==> src/include/exu_cfg.svh <==
`ifndef EXU_CFG_SVH
`define EXU_CFG_SVH

// datapath width of the core
`define EXU_XLEN  32

// architectural integer registers, x0 included
`define EXU_NREGS 32

// bits needed to address one register
`define EXU_RIDX  5

`endif

==> src/rtl/exu_pkg.sv <==
`include "exu_cfg.svh"

package exu_pkg;

    // major opcodes handled by the execute path
    typedef enum logic [6:0] {
        OP_REG = 7'b0110011,
        OP_IMM = 7'b0010011
    } opcode_e;

    // encoding follows {funct7[5], funct3}
    typedef enum logic [3:0] {
        ALU_ADD  = 4'b0000,
        ALU_SUB  = 4'b1000,
        ALU_SLL  = 4'b0001,
        ALU_SLT  = 4'b0010,
        ALU_SLTU = 4'b0011,
        ALU_XOR  = 4'b0100,
        ALU_SRL  = 4'b0101,
        ALU_SRA  = 4'b1101,
        ALU_OR   = 4'b0110,
        ALU_AND  = 4'b0111
    } alu_op_e;

    typedef struct packed {
        alu_op_e               op;
        logic [`EXU_RIDX-1:0]  rs1;
        logic [`EXU_RIDX-1:0]  rs2;
        logic [`EXU_RIDX-1:0]  rd;
        logic                  use_imm;  // operand b from imm
        logic [`EXU_XLEN-1:0]  imm;      // sign-extended I-type
        logic                  illegal;
    } decoded_t;

    typedef struct packed {
        logic                  valid;
        logic                  illegal;
        logic [`EXU_RIDX-1:0]  rd;
        logic [`EXU_XLEN-1:0]  data;
    } wb_t;

endpackage

==> src/rtl/adder.sv <==
`include "exu_cfg.svh"

module adder (
    input  logic                 sub,
    input  logic [`EXU_XLEN-1:0] a,
    input  logic [`EXU_XLEN-1:0] b,
    output logic [`EXU_XLEN-1:0] sum,
    output logic                 carry,
    output logic                 overflow
);

    localparam int MSB = `EXU_XLEN - 1;

    logic [`EXU_XLEN-1:0] b_eff;

    // two's complement subtract inverts b and carries in one
    assign b_eff = b ^ {`EXU_XLEN{sub}};

    assign {carry, sum} = {1'b0, a} + {1'b0, b_eff} + {{`EXU_XLEN{1'b0}}, sub};

    // same-sign inputs giving a result of the other sign
    assign overflow = (a[MSB] == b_eff[MSB]) && (sum[MSB] != a[MSB]);

endmodule

==> src/rtl/alu.sv <==
`include "exu_cfg.svh"

module alu (
    input  exu_pkg::alu_op_e     op,
    input  logic [`EXU_XLEN-1:0] a,
    input  logic [`EXU_XLEN-1:0] b,
    output logic [`EXU_XLEN-1:0] res
);

    localparam int MSB = `EXU_XLEN - 1;
    localparam int SHW = $clog2(`EXU_XLEN);

    logic                 sub;
    logic [`EXU_XLEN-1:0] sum;
    logic                 carry;
    logic [SHW-1:0]       shamt;
    logic                 lt;

    assign shamt = b[SHW-1:0]; // low bits only

    // compares run through the subtractor
    assign sub = op inside {exu_pkg::ALU_SUB, exu_pkg::ALU_SLT, exu_pkg::ALU_SLTU};

    always_comb begin
        lt  = 1'b0;
        res = '0;
        case (op)
            exu_pkg::ALU_ADD: begin
                res = sum;
            end
            exu_pkg::ALU_SUB: begin
                res = sum;
            end
            exu_pkg::ALU_SLT: begin
                if (a[MSB] != b[MSB]) begin
                    lt = a[MSB];       // negative one is smaller
                end else begin
                    lt = sum[MSB];     // sign of the difference
                end
                res = {{(`EXU_XLEN-1){1'b0}}, lt};
            end
            exu_pkg::ALU_SLTU: begin
                lt  = ~carry;          // borrow out of a - b
                res = {{(`EXU_XLEN-1){1'b0}}, lt};
            end
            exu_pkg::ALU_SLL: begin
                res = a << shamt;
            end
            exu_pkg::ALU_SRL: begin
                res = a >> shamt;
            end
            exu_pkg::ALU_SRA: begin
                res = $unsigned($signed(a) >>> shamt); // sign fill
            end
            exu_pkg::ALU_XOR: begin
                res = a ^ b;
            end
            exu_pkg::ALU_OR: begin
                res = a | b;
            end
            exu_pkg::ALU_AND: begin
                res = a & b;
            end
            default: begin
                res = '0;
            end
        endcase
    end

    adder adder0 (
        .sub      (sub),
        .a        (a),
        .b        (b),
        .sum      (sum),
        .carry    (carry),
        .overflow ()
    );

endmodule

==> src/rtl/inst_decode.sv <==
`include "exu_cfg.svh"

module inst_decode (
    input  logic [31:0]       inst,
    output exu_pkg::decoded_t dec
);

    logic [6:0] opcode;
    logic [2:0] funct3;
    logic [6:0] funct7;

    assign opcode = inst[6:0];
    assign funct3 = inst[14:12];
    assign funct7 = inst[31:25];

    always_comb begin
        dec         = '0;
        dec.op      = exu_pkg::ALU_ADD;
        dec.rs1     = inst[19:15];
        dec.rs2     = inst[24:20];
        dec.rd      = inst[11:7];
        dec.imm     = {{(`EXU_XLEN-12){inst[31]}}, inst[31:20]};
        dec.use_imm = 1'b0;
        dec.illegal = 1'b0;

        case (opcode)
            exu_pkg::OP_REG: begin
                case (funct7)
                    7'b0000000: begin
                        case (funct3)
                            3'b000: dec.op = exu_pkg::ALU_ADD;
                            3'b001: dec.op = exu_pkg::ALU_SLL;
                            3'b010: dec.op = exu_pkg::ALU_SLT;
                            3'b011: dec.op = exu_pkg::ALU_SLTU;
                            3'b100: dec.op = exu_pkg::ALU_XOR;
                            3'b101: dec.op = exu_pkg::ALU_SRL;
                            3'b110: dec.op = exu_pkg::ALU_OR;
                            3'b111: dec.op = exu_pkg::ALU_AND;
                        endcase
                    end
                    7'b0100000: begin
                        case (funct3)
                            3'b000:  dec.op = exu_pkg::ALU_SUB;
                            3'b101:  dec.op = exu_pkg::ALU_SRA;
                            default: dec.illegal = 1'b1;
                        endcase
                    end
                    default: begin
                        dec.illegal = 1'b1;
                    end
                endcase
            end
            exu_pkg::OP_IMM: begin
                dec.use_imm = 1'b1;
                dec.rs2     = '0; // field holds imm bits
                case (funct3)
                    3'b000: dec.op = exu_pkg::ALU_ADD;
                    3'b010: dec.op = exu_pkg::ALU_SLT;
                    3'b011: dec.op = exu_pkg::ALU_SLTU;
                    3'b100: dec.op = exu_pkg::ALU_XOR;
                    3'b110: dec.op = exu_pkg::ALU_OR;
                    3'b111: dec.op = exu_pkg::ALU_AND;
                    3'b001: begin
                        dec.op = exu_pkg::ALU_SLL;
                        if (funct7 != 7'b0000000) begin
                            dec.illegal = 1'b1;
                        end
                    end
                    3'b101: begin
                        if (funct7 == 7'b0000000) begin
                            dec.op = exu_pkg::ALU_SRL;
                        end else if (funct7 == 7'b0100000) begin
                            dec.op = exu_pkg::ALU_SRA;
                        end else begin
                            dec.illegal = 1'b1;
                        end
                    end
                endcase
            end
            default: begin
                dec.illegal = 1'b1; // not an ALU instruction
            end
        endcase
    end

endmodule

==> src/rtl/regfile.sv <==
`include "exu_cfg.svh"

module regfile (
    input  logic                 clk,
    input  logic                 rst,
    input  logic [`EXU_RIDX-1:0] raddr1,
    input  logic [`EXU_RIDX-1:0] raddr2,
    output logic [`EXU_XLEN-1:0] rdata1,
    output logic [`EXU_XLEN-1:0] rdata2,
    input  logic                 we,
    input  logic [`EXU_RIDX-1:0] waddr,
    input  logic [`EXU_XLEN-1:0] wdata
);

    // x0 has no storage
    logic [`EXU_XLEN-1:0] regs [1:`EXU_NREGS-1];

    always_ff @(posedge clk) begin
        if (rst) begin
            for (int i = 1; i < `EXU_NREGS; i++) begin
                regs[i] <= '0;
            end
        end else if (we && (waddr != '0)) begin
            regs[waddr] <= wdata;
        end
    end

    assign rdata1 = (raddr1 == '0) ? '0 : regs[raddr1];
    assign rdata2 = (raddr2 == '0) ? '0 : regs[raddr2];

endmodule

==> src/rtl/exec_unit.sv <==
`include "exu_cfg.svh"

module exec_unit (
    input  logic          clk,
    input  logic          rst,
    input  logic [31:0]   inst,
    input  logic          inst_valid,
    output exu_pkg::wb_t  wb
);

    exu_pkg::decoded_t    dec;      // issuing instruction
    exu_pkg::decoded_t    iss_dec;  // instruction in the alu stage
    logic                 iss_valid;
    logic [`EXU_XLEN-1:0] iss_a;
    logic [`EXU_XLEN-1:0] iss_b;

    logic [`EXU_XLEN-1:0] rf_rdata1;
    logic [`EXU_XLEN-1:0] rf_rdata2;
    logic                 rf_we;
    logic [`EXU_RIDX-1:0] rf_waddr;
    logic [`EXU_XLEN-1:0] rf_wdata;

    logic                 fwd_hit_a;
    logic                 fwd_hit_b;
    logic [`EXU_XLEN-1:0] fwd_a;
    logic [`EXU_XLEN-1:0] fwd_b;
    logic [`EXU_XLEN-1:0] alu_res;

    inst_decode dec0 (
        .inst (inst),
        .dec  (dec)
    );

    regfile rf0 (
        .clk    (clk),
        .rst    (rst),
        .raddr1 (dec.rs1),
        .raddr2 (dec.rs2),
        .rdata1 (rf_rdata1),
        .rdata2 (rf_rdata2),
        .we     (rf_we),
        .waddr  (rf_waddr),
        .wdata  (rf_wdata)
    );

    // retire write except for x0 or illegal
    assign rf_we    = iss_valid && !iss_dec.illegal && (iss_dec.rd != '0);
    assign rf_waddr = iss_dec.rd;
    assign rf_wdata = alu_res;

    // bypass alu result to the issuing instruction
    assign fwd_hit_a = rf_we && (iss_dec.rd == dec.rs1);
    assign fwd_hit_b = rf_we && (iss_dec.rd == dec.rs2);
    assign fwd_a     = fwd_hit_a ? alu_res : rf_rdata1;
    assign fwd_b     = dec.use_imm ? dec.imm : (fwd_hit_b ? alu_res : rf_rdata2);

    always_ff @(posedge clk) begin
        if (rst) begin
            iss_valid <= 1'b0;
        end else begin
            iss_valid <= inst_valid;
        end
    end

    always_ff @(posedge clk) begin
        iss_dec <= dec;
        iss_a   <= fwd_a;
        iss_b   <= fwd_b;
    end

    alu alu0 (
        .op  (iss_dec.op),
        .a   (iss_a),
        .b   (iss_b),
        .res (alu_res)
    );

    always_ff @(posedge clk) begin
        if (rst) begin
            wb.valid <= 1'b0;
        end else begin
            wb.valid   <= iss_valid;
            wb.illegal <= iss_dec.illegal;
            wb.rd      <= iss_dec.rd;
            wb.data    <= iss_dec.illegal ? '0 : alu_res; // zero on illegal
        end
    end

endmodule

==> config.mk <==
export PLATFORM = sky130hd
export DESIGN_NAME = exec_unit
export DESIGN_NICKNAME = d
export VERILOG_FILES = /design/src/rtl/exu_pkg.sv /design/src/rtl/adder.sv /design/src/rtl/alu.sv /design/src/rtl/inst_decode.sv /design/src/rtl/regfile.sv /design/src/rtl/exec_unit.sv
export VERILOG_INCLUDE_DIRS = /design/src /design/src/include
export SDC_FILE = /design/constraint.sdc
export NUM_CORES = 2
export LEC_CHECK = 0
export BUFFER_PORTS_ARGS = -buffer_cell sky130_fd_sc_hd__buf_2
export CORE_ASPECT_RATIO = 2
export CORE_UTILIZATION = 65
export CTS_BUF_LIST = sky130_fd_sc_hd__clkbuf_8
export CTS_CLUSTER_DIAMETER = 200
export DETAILED_ROUTE_END_ITERATION = 6
export MAX_ROUTING_LAYER = met4
export PLACE_DENSITY = 0.89
export SLEW_MARGIN = 20
export SYNTH_ARGS = -nofsm -noshare
export SYNTH_HDL_FRONTEND = slang
export SYNTH_HIERARCHICAL = 1
export SYNTH_SLANG_ARGS = --single-unit
==> constraint.sdc <==
create_clock -name clk -period 9.2 [get_ports clk]
set_input_delay 0 -clock clk [delete_from_list [all_inputs] [get_ports clk]]
set_output_delay 0 -clock clk [all_outputs]
set_load 0.1 [all_outputs]
Yosys cells after proc, flatten, opt, wreduce, memory -nomap -nowiden --
Memories as Yosys holds them, arrays and structs flattened. Cells that the tools add are included.
Cells by class: add/subtract/negate cells 2, equal/unequal tests 22, shift-type cells 3, multiplexer cells 30, bitwise operators 5, reduce and logical (&&, ||, !) cells 17
Operators with widths (number):
- one-hot mux 32 bit (9 select lines) | 1
- 2-to-1 mux 32 bit | 6
- bitwise XOR 32 bit | 2
- adder 32 x 32 -> 33 bit | 1
- adder 33 x 1 -> 33 bit | 1
- bitwise AND 32 bit | 1
- bitwise OR 32 bit | 1
- one-hot mux 4 bit (8 select lines) | 1
- OR reduction 32 bit | 1
- left shift 32 x 5 -> 32 bit | 1
- >> shifter 32 x 5 -> 32 bit | 1
- >>> shifter 32 x 5 -> 32 bit | 1
- one-hot mux 4 bit (2 select lines) | 3
- == test 4 x 3 -> 1 bit (second input constant) | 4
- == test 7 x 6 -> 1 bit (second input constant) | 2
- == test 3 bit (second input constant) | 4
- 2-to-1 mux 1 bit | 12
- == test 5 bit | 2
- zero test 5 bit | 2
- 2-to-1 mux 5 bit | 2
- == test 4 x 2 -> 1 bit (second input constant) | 2
- == test 4 bit (second input constant) | 2
- 2-to-1 mux 4 bit | 2
- == test 7 x 5 -> 1 bit (second input constant) | 1
- other kinds (15) | 23
Word-level totals: flip-flop bits (word level) 114, bits in writable memories 992, bits in read-only memories 24, input port bits 35, output and inout port bits 39, word-level logic and storage cells 91, memories kept 2
Memory list:
- rf0.regs | depth 31, bits a word 32, read ports 2, clocked after memory_dff 0, write ports 31, RTL line regfile.sv:16 | logic [`EXU_XLEN-1:0] regs [1:`EXU_NREGS-1];
- (no name shown) | depth 8, bits a word 3, read ports 1, clocked after memory_dff 0, write ports 0, RTL line inst_decode.sv:30 | case (funct3)

Depth between registers and ports, before layout --
depth after elaboration 9, mapped depth 24, gate-level depth less buffers 20

By module --
Netlist, hierarchy kept.
Modules (own cells, without submodules):
- regfile | instances 1, cells an instance 3765, area an instance 54631.1 µm², seq. area each 30749.5 µm²
- alu | instances 1, cells an instance 746, area an instance 6033.3 µm², seq. area each 0.0 µm²
- exec_unit | instances 1, cells an instance 362, area an instance 4559.4 µm², seq. area each 2662.6 µm²
- adder | instances 1, cells an instance 276, area an instance 1983.2 µm², seq. area each 0.0 µm²
- inst_decode | instances 1, cells an instance 81, area an instance 568.0 µm², seq. area each 0.0 µm²

Worst setup path after synthesis --
Ideal clock, no wire load.
kind register to register, start reg iss_dec[50] (netlist bit), end mem rf0/regs[10][26] (netlist bit) (data pin), setup time 0.131 ns, arrival time 4.692 ns, required time 9.069 ns, path slack 4.377 ns, stages on the path, launching flop included 24, path buffers 5, period minus slack after synthesis 4.823 ns, cell sequence dfxtp_1 > clkbuf_1 > nor2_1 > mux2i_1 > nor2_1 > clkbuf_2 > buf_1 > xor2_1 > ha_1 > clkbuf_1 > a21o_1 > a21o_1 > o31ai_2 > o211a_1 > nor3_2 > a211o_1 > a21oi_1 > xnor2_1 > nand2_1 > and4_1 > nand2_1 > a2bb2oi_1 > clkbuf_1 > and2_1
RTL lines:
- from (decl) | RTL line exec_unit.sv:12 | exu_pkg::decoded_t iss_dec;
- from (signal assigned) | RTL line exec_unit.sv:66 | iss_dec <= dec;
- to (decl) | RTL line regfile.sv:16

==> impl_results.md <==
- Status: complete, but fails checks
- Failing checks: design-rule violations
- CTS tree: yes
- Clock share of power: 28.1%
- Crit path cell chain: nor2_1 -> mux2i_1 -> nor2_4 -> buf_4 -> xor2_1 -> ha_1 -> nand4_1 -> inv_1 -> nand3_1 -> o21ai_1 -> a31o_2 -> a211oi_2 -> o21ai_0 -> nand2_1 -> o2111ai_1 -> nand3_1 -> a31oi_1 -> o311ai_4 -> buf_6 -> and2_1
- Final hold slack: between 0.05 and 0.06 ns
- Starting Density: 65.5%
- Antenna viol nets, final: 0
- Sw frac: a little over a third
- Num rows: roughly 170
- CP Capture Type: flip-flop
- P per Cell Area: 189 nW/um2
- Die H: roughly 460 um
- Slew @ Worst Pin: approximately 1.3 ns
- Post-CTS setup buffers: 0
- Max-slew violations: 0
- Fillcell total: approximately 6,600
- Crit path DAT: between 8 and 9 ns
- Setup violations, final: 0
- Overall routing resource usage: 48.3%
- Area grow syn2layout: 7.18%
- Slowest cell on the critical path: o21ai_1
- DRC viols: 11
- Seq pwr share: 44.7%
- Register-to-Register Path Depth: 20
- Die ar.: 106,000 um2
- Setup CP Type: reg2reg
- WL final: approximately 250 mm
- GPL Wtd Cong: approximately 1.1
- Total core area: 103,000 um2
- CP most frequent cell: nand3_1
- Hold crit path type: in2reg
- Die width: 230 um
- Routed vias: between 50,000 and 60,000
- Leak: approximately 27 nW
- Max-Cap Viols: 0
- Endpoint, Worst Hold: iss_b[5]
- Startpoint Class: flip-flop
- Mapped cell area: roughly 68,000 um2
- Fmax: ~130 MHz
- Post-Place Cell Area: 68,900 um2
- Gate Count Post-Synth: 5,227
- Root buffer cell: clkbuf_8
- Final core occ: 70.2%
- Share of cells above drive strength 1: 21.0%
- Clk_lat worst skew: roughly 0.9 ns
- I/O pin total: between 70 and 80
- Yosys warning count: 6
- R2r setup slk: about 1.7 ns
- Port buffer count: 73
- Global-route wire length before repair: between 300 and 400 mm
- Worst-path maximum fanout: 28
- PostCTS Resize Cnt: 0
- Hold path depth: 4
- Avg Cell Area, Syn: roughly 13 um2
- Required @ worst endpoint: a little under 10 ns
- P_int: around 9.0 mW
- Drt wl/cell: between 30 and 40 um
- Post-layout nets: about 5,300
- Crit-path max cell delay: slightly above 0.8 ns
- Max-slew headroom: about 12%
- Antenna violations before repair: 23
- Hold wc startpoint: inst[25]
- Vias in the first global route: about 52,000
- Hold Vio Cnt, Final: 0
- Reg2reg start: iss_dec[50]
- P_sw: about 4.8 mW
- Iter 0 DRT Violations: around 8,000
- CTS Buf Count: approximately 160
- First-pass DRT Iterations: 7
- Vias per cell: about 7.7
- Place WS: roughly 2.2 ns
- H-tree depth: 4
- Post-route cell area: between 70,000 and 80,000 um2
- Crit share post-route: about four fifths
- Clock sinks: around 1,100
- Clock Tree Buf Depth: 3
- GRT overflow: 0
- PnR worst setup slack: 1.73 ns
- Final setup TNS: 0 ns
- Clock skew: a little over 0.04 ns
- HPWL after detailed placement: roughly 160 mm
- Clk slew on worst S/H paths: about 0.08 ns
- Largest net degree at the start of global routing: 122
- Crit path from: iss_dec[50]
- Minimum clock period: about 7.5 ns
- Reg2Reg Capture Point: rf0/regs[16][0]
- Comb pwr share: between 20% and 30%
- VDD IR-drop max: around 0.17 mV
- RSZ-0062 raised after global routing: false
[worst max-delay path, delay by kind of cell, from the launching register on]
family / cells / cell delay, ns
xor+xnor: 1 / 0.12
buf+inv: 3 / 0.72
flops: 1 / 0.51
simple gates: 7 / 2.38
mux: 1 / 0.22
fa+ha+maj: 1 / 0.46
compound gates: 7 / 2.73
[layer usage]
layer	vias to the layer above	part of all wire, %	routed length (um)	global-route usage, %
li1	19700	-	-	-
met1	24609	27	67400	46.4
met2	5054	47	116000	74.6
met3	1976	13	31200	15.6
met4	0	13	30700	48.8
met5	-	0	0	-
[area by class of cell]
cell class                      count  area, um2  area share, %
Sequential cell                  1138      33400           46.0
Multi-Input combinational cell   3465      31800           43.8
Timing Repair Buffer              296       2290           3.16
Clock buffer                      161       2220           3.05
Tap cell                         1352       1690           2.33
Clock inverter                    125        782           1.08
Inverter                           86        323          0.445
Antenna cell                       22       55.1         0.0758
[per-stage QoR]
stage / cells / total power, mW
after floorplan: 5258 / 8.39
after global placement: 6283 / 9.61
after detailed placement: 6283 / 9.70
after CTS: 6614 / 13.5
after global routing: 6640 / 14.0
final: 6645 / 13.8
[flip-flops by register name, indices dropped and copies added, names as in the netlist]
name / count
iss_a: 32
iss_b: 32
iss_valid: 1
iss_dec: 5
rf_waddr: 5
wb: 39
rf0/regs: 1024
[worst max path at each step]
stage | end | slack [ns] | depth (start not counted)
6_report | rf0/regs[16][0] | 1.73 | 20
3_5_place_dp | rf0/regs[26][0] | 2.21 | 21
5_1_grt | rf0/regs[27][0] | 1.67 | 22
4_1_cts | rf0/regs[10][0] | 2.19 | 21
3_3_place_gp | iss_b[0] | 2.35 | 20
2_1_floorplan | rf0/regs[10][26] | 4.38 | 23
[cell usage in the layout (no fill, tap or decap), types with 47 or more instances in the layout]
cell type / n
buf_2: 70
a211oi_1: 67
o22ai_1: 61
a21oi_1: 142
inv_1: 125
nor2b_1: 129
o21ai_0: 67
a22oi_1: 117
mux2i_1: 375
ha_1: 97
and2_1: 1000
mux2_2: 47
nand2_1: 80
a22o_1: 59
dfxtp_1: 73
edfxtp_1: 1062
buf_4: 166
clkbuf_8: 162
mux4_2: 422
nor2_1: 93
[power by group through the flow]
stage	Clock (mW)	Combinational [mW]	Sequential, mW
final	3.87	3.74	6.15
after global routing	4.05	3.83	6.15
after CTS	3.86	3.49	6.12
after detailed placement	0	3.46	6.24
after global placement	0	3.40	6.21
after floorplan	0	2.20	6.19
[timing repair]
item / CTS / global route
setup endpoints to repair: 0 / 0
hold buffers: 45 / 0
hold endpoints to repair: 55 / 0
No activity file was read; power rests on OpenSTA's default activity.
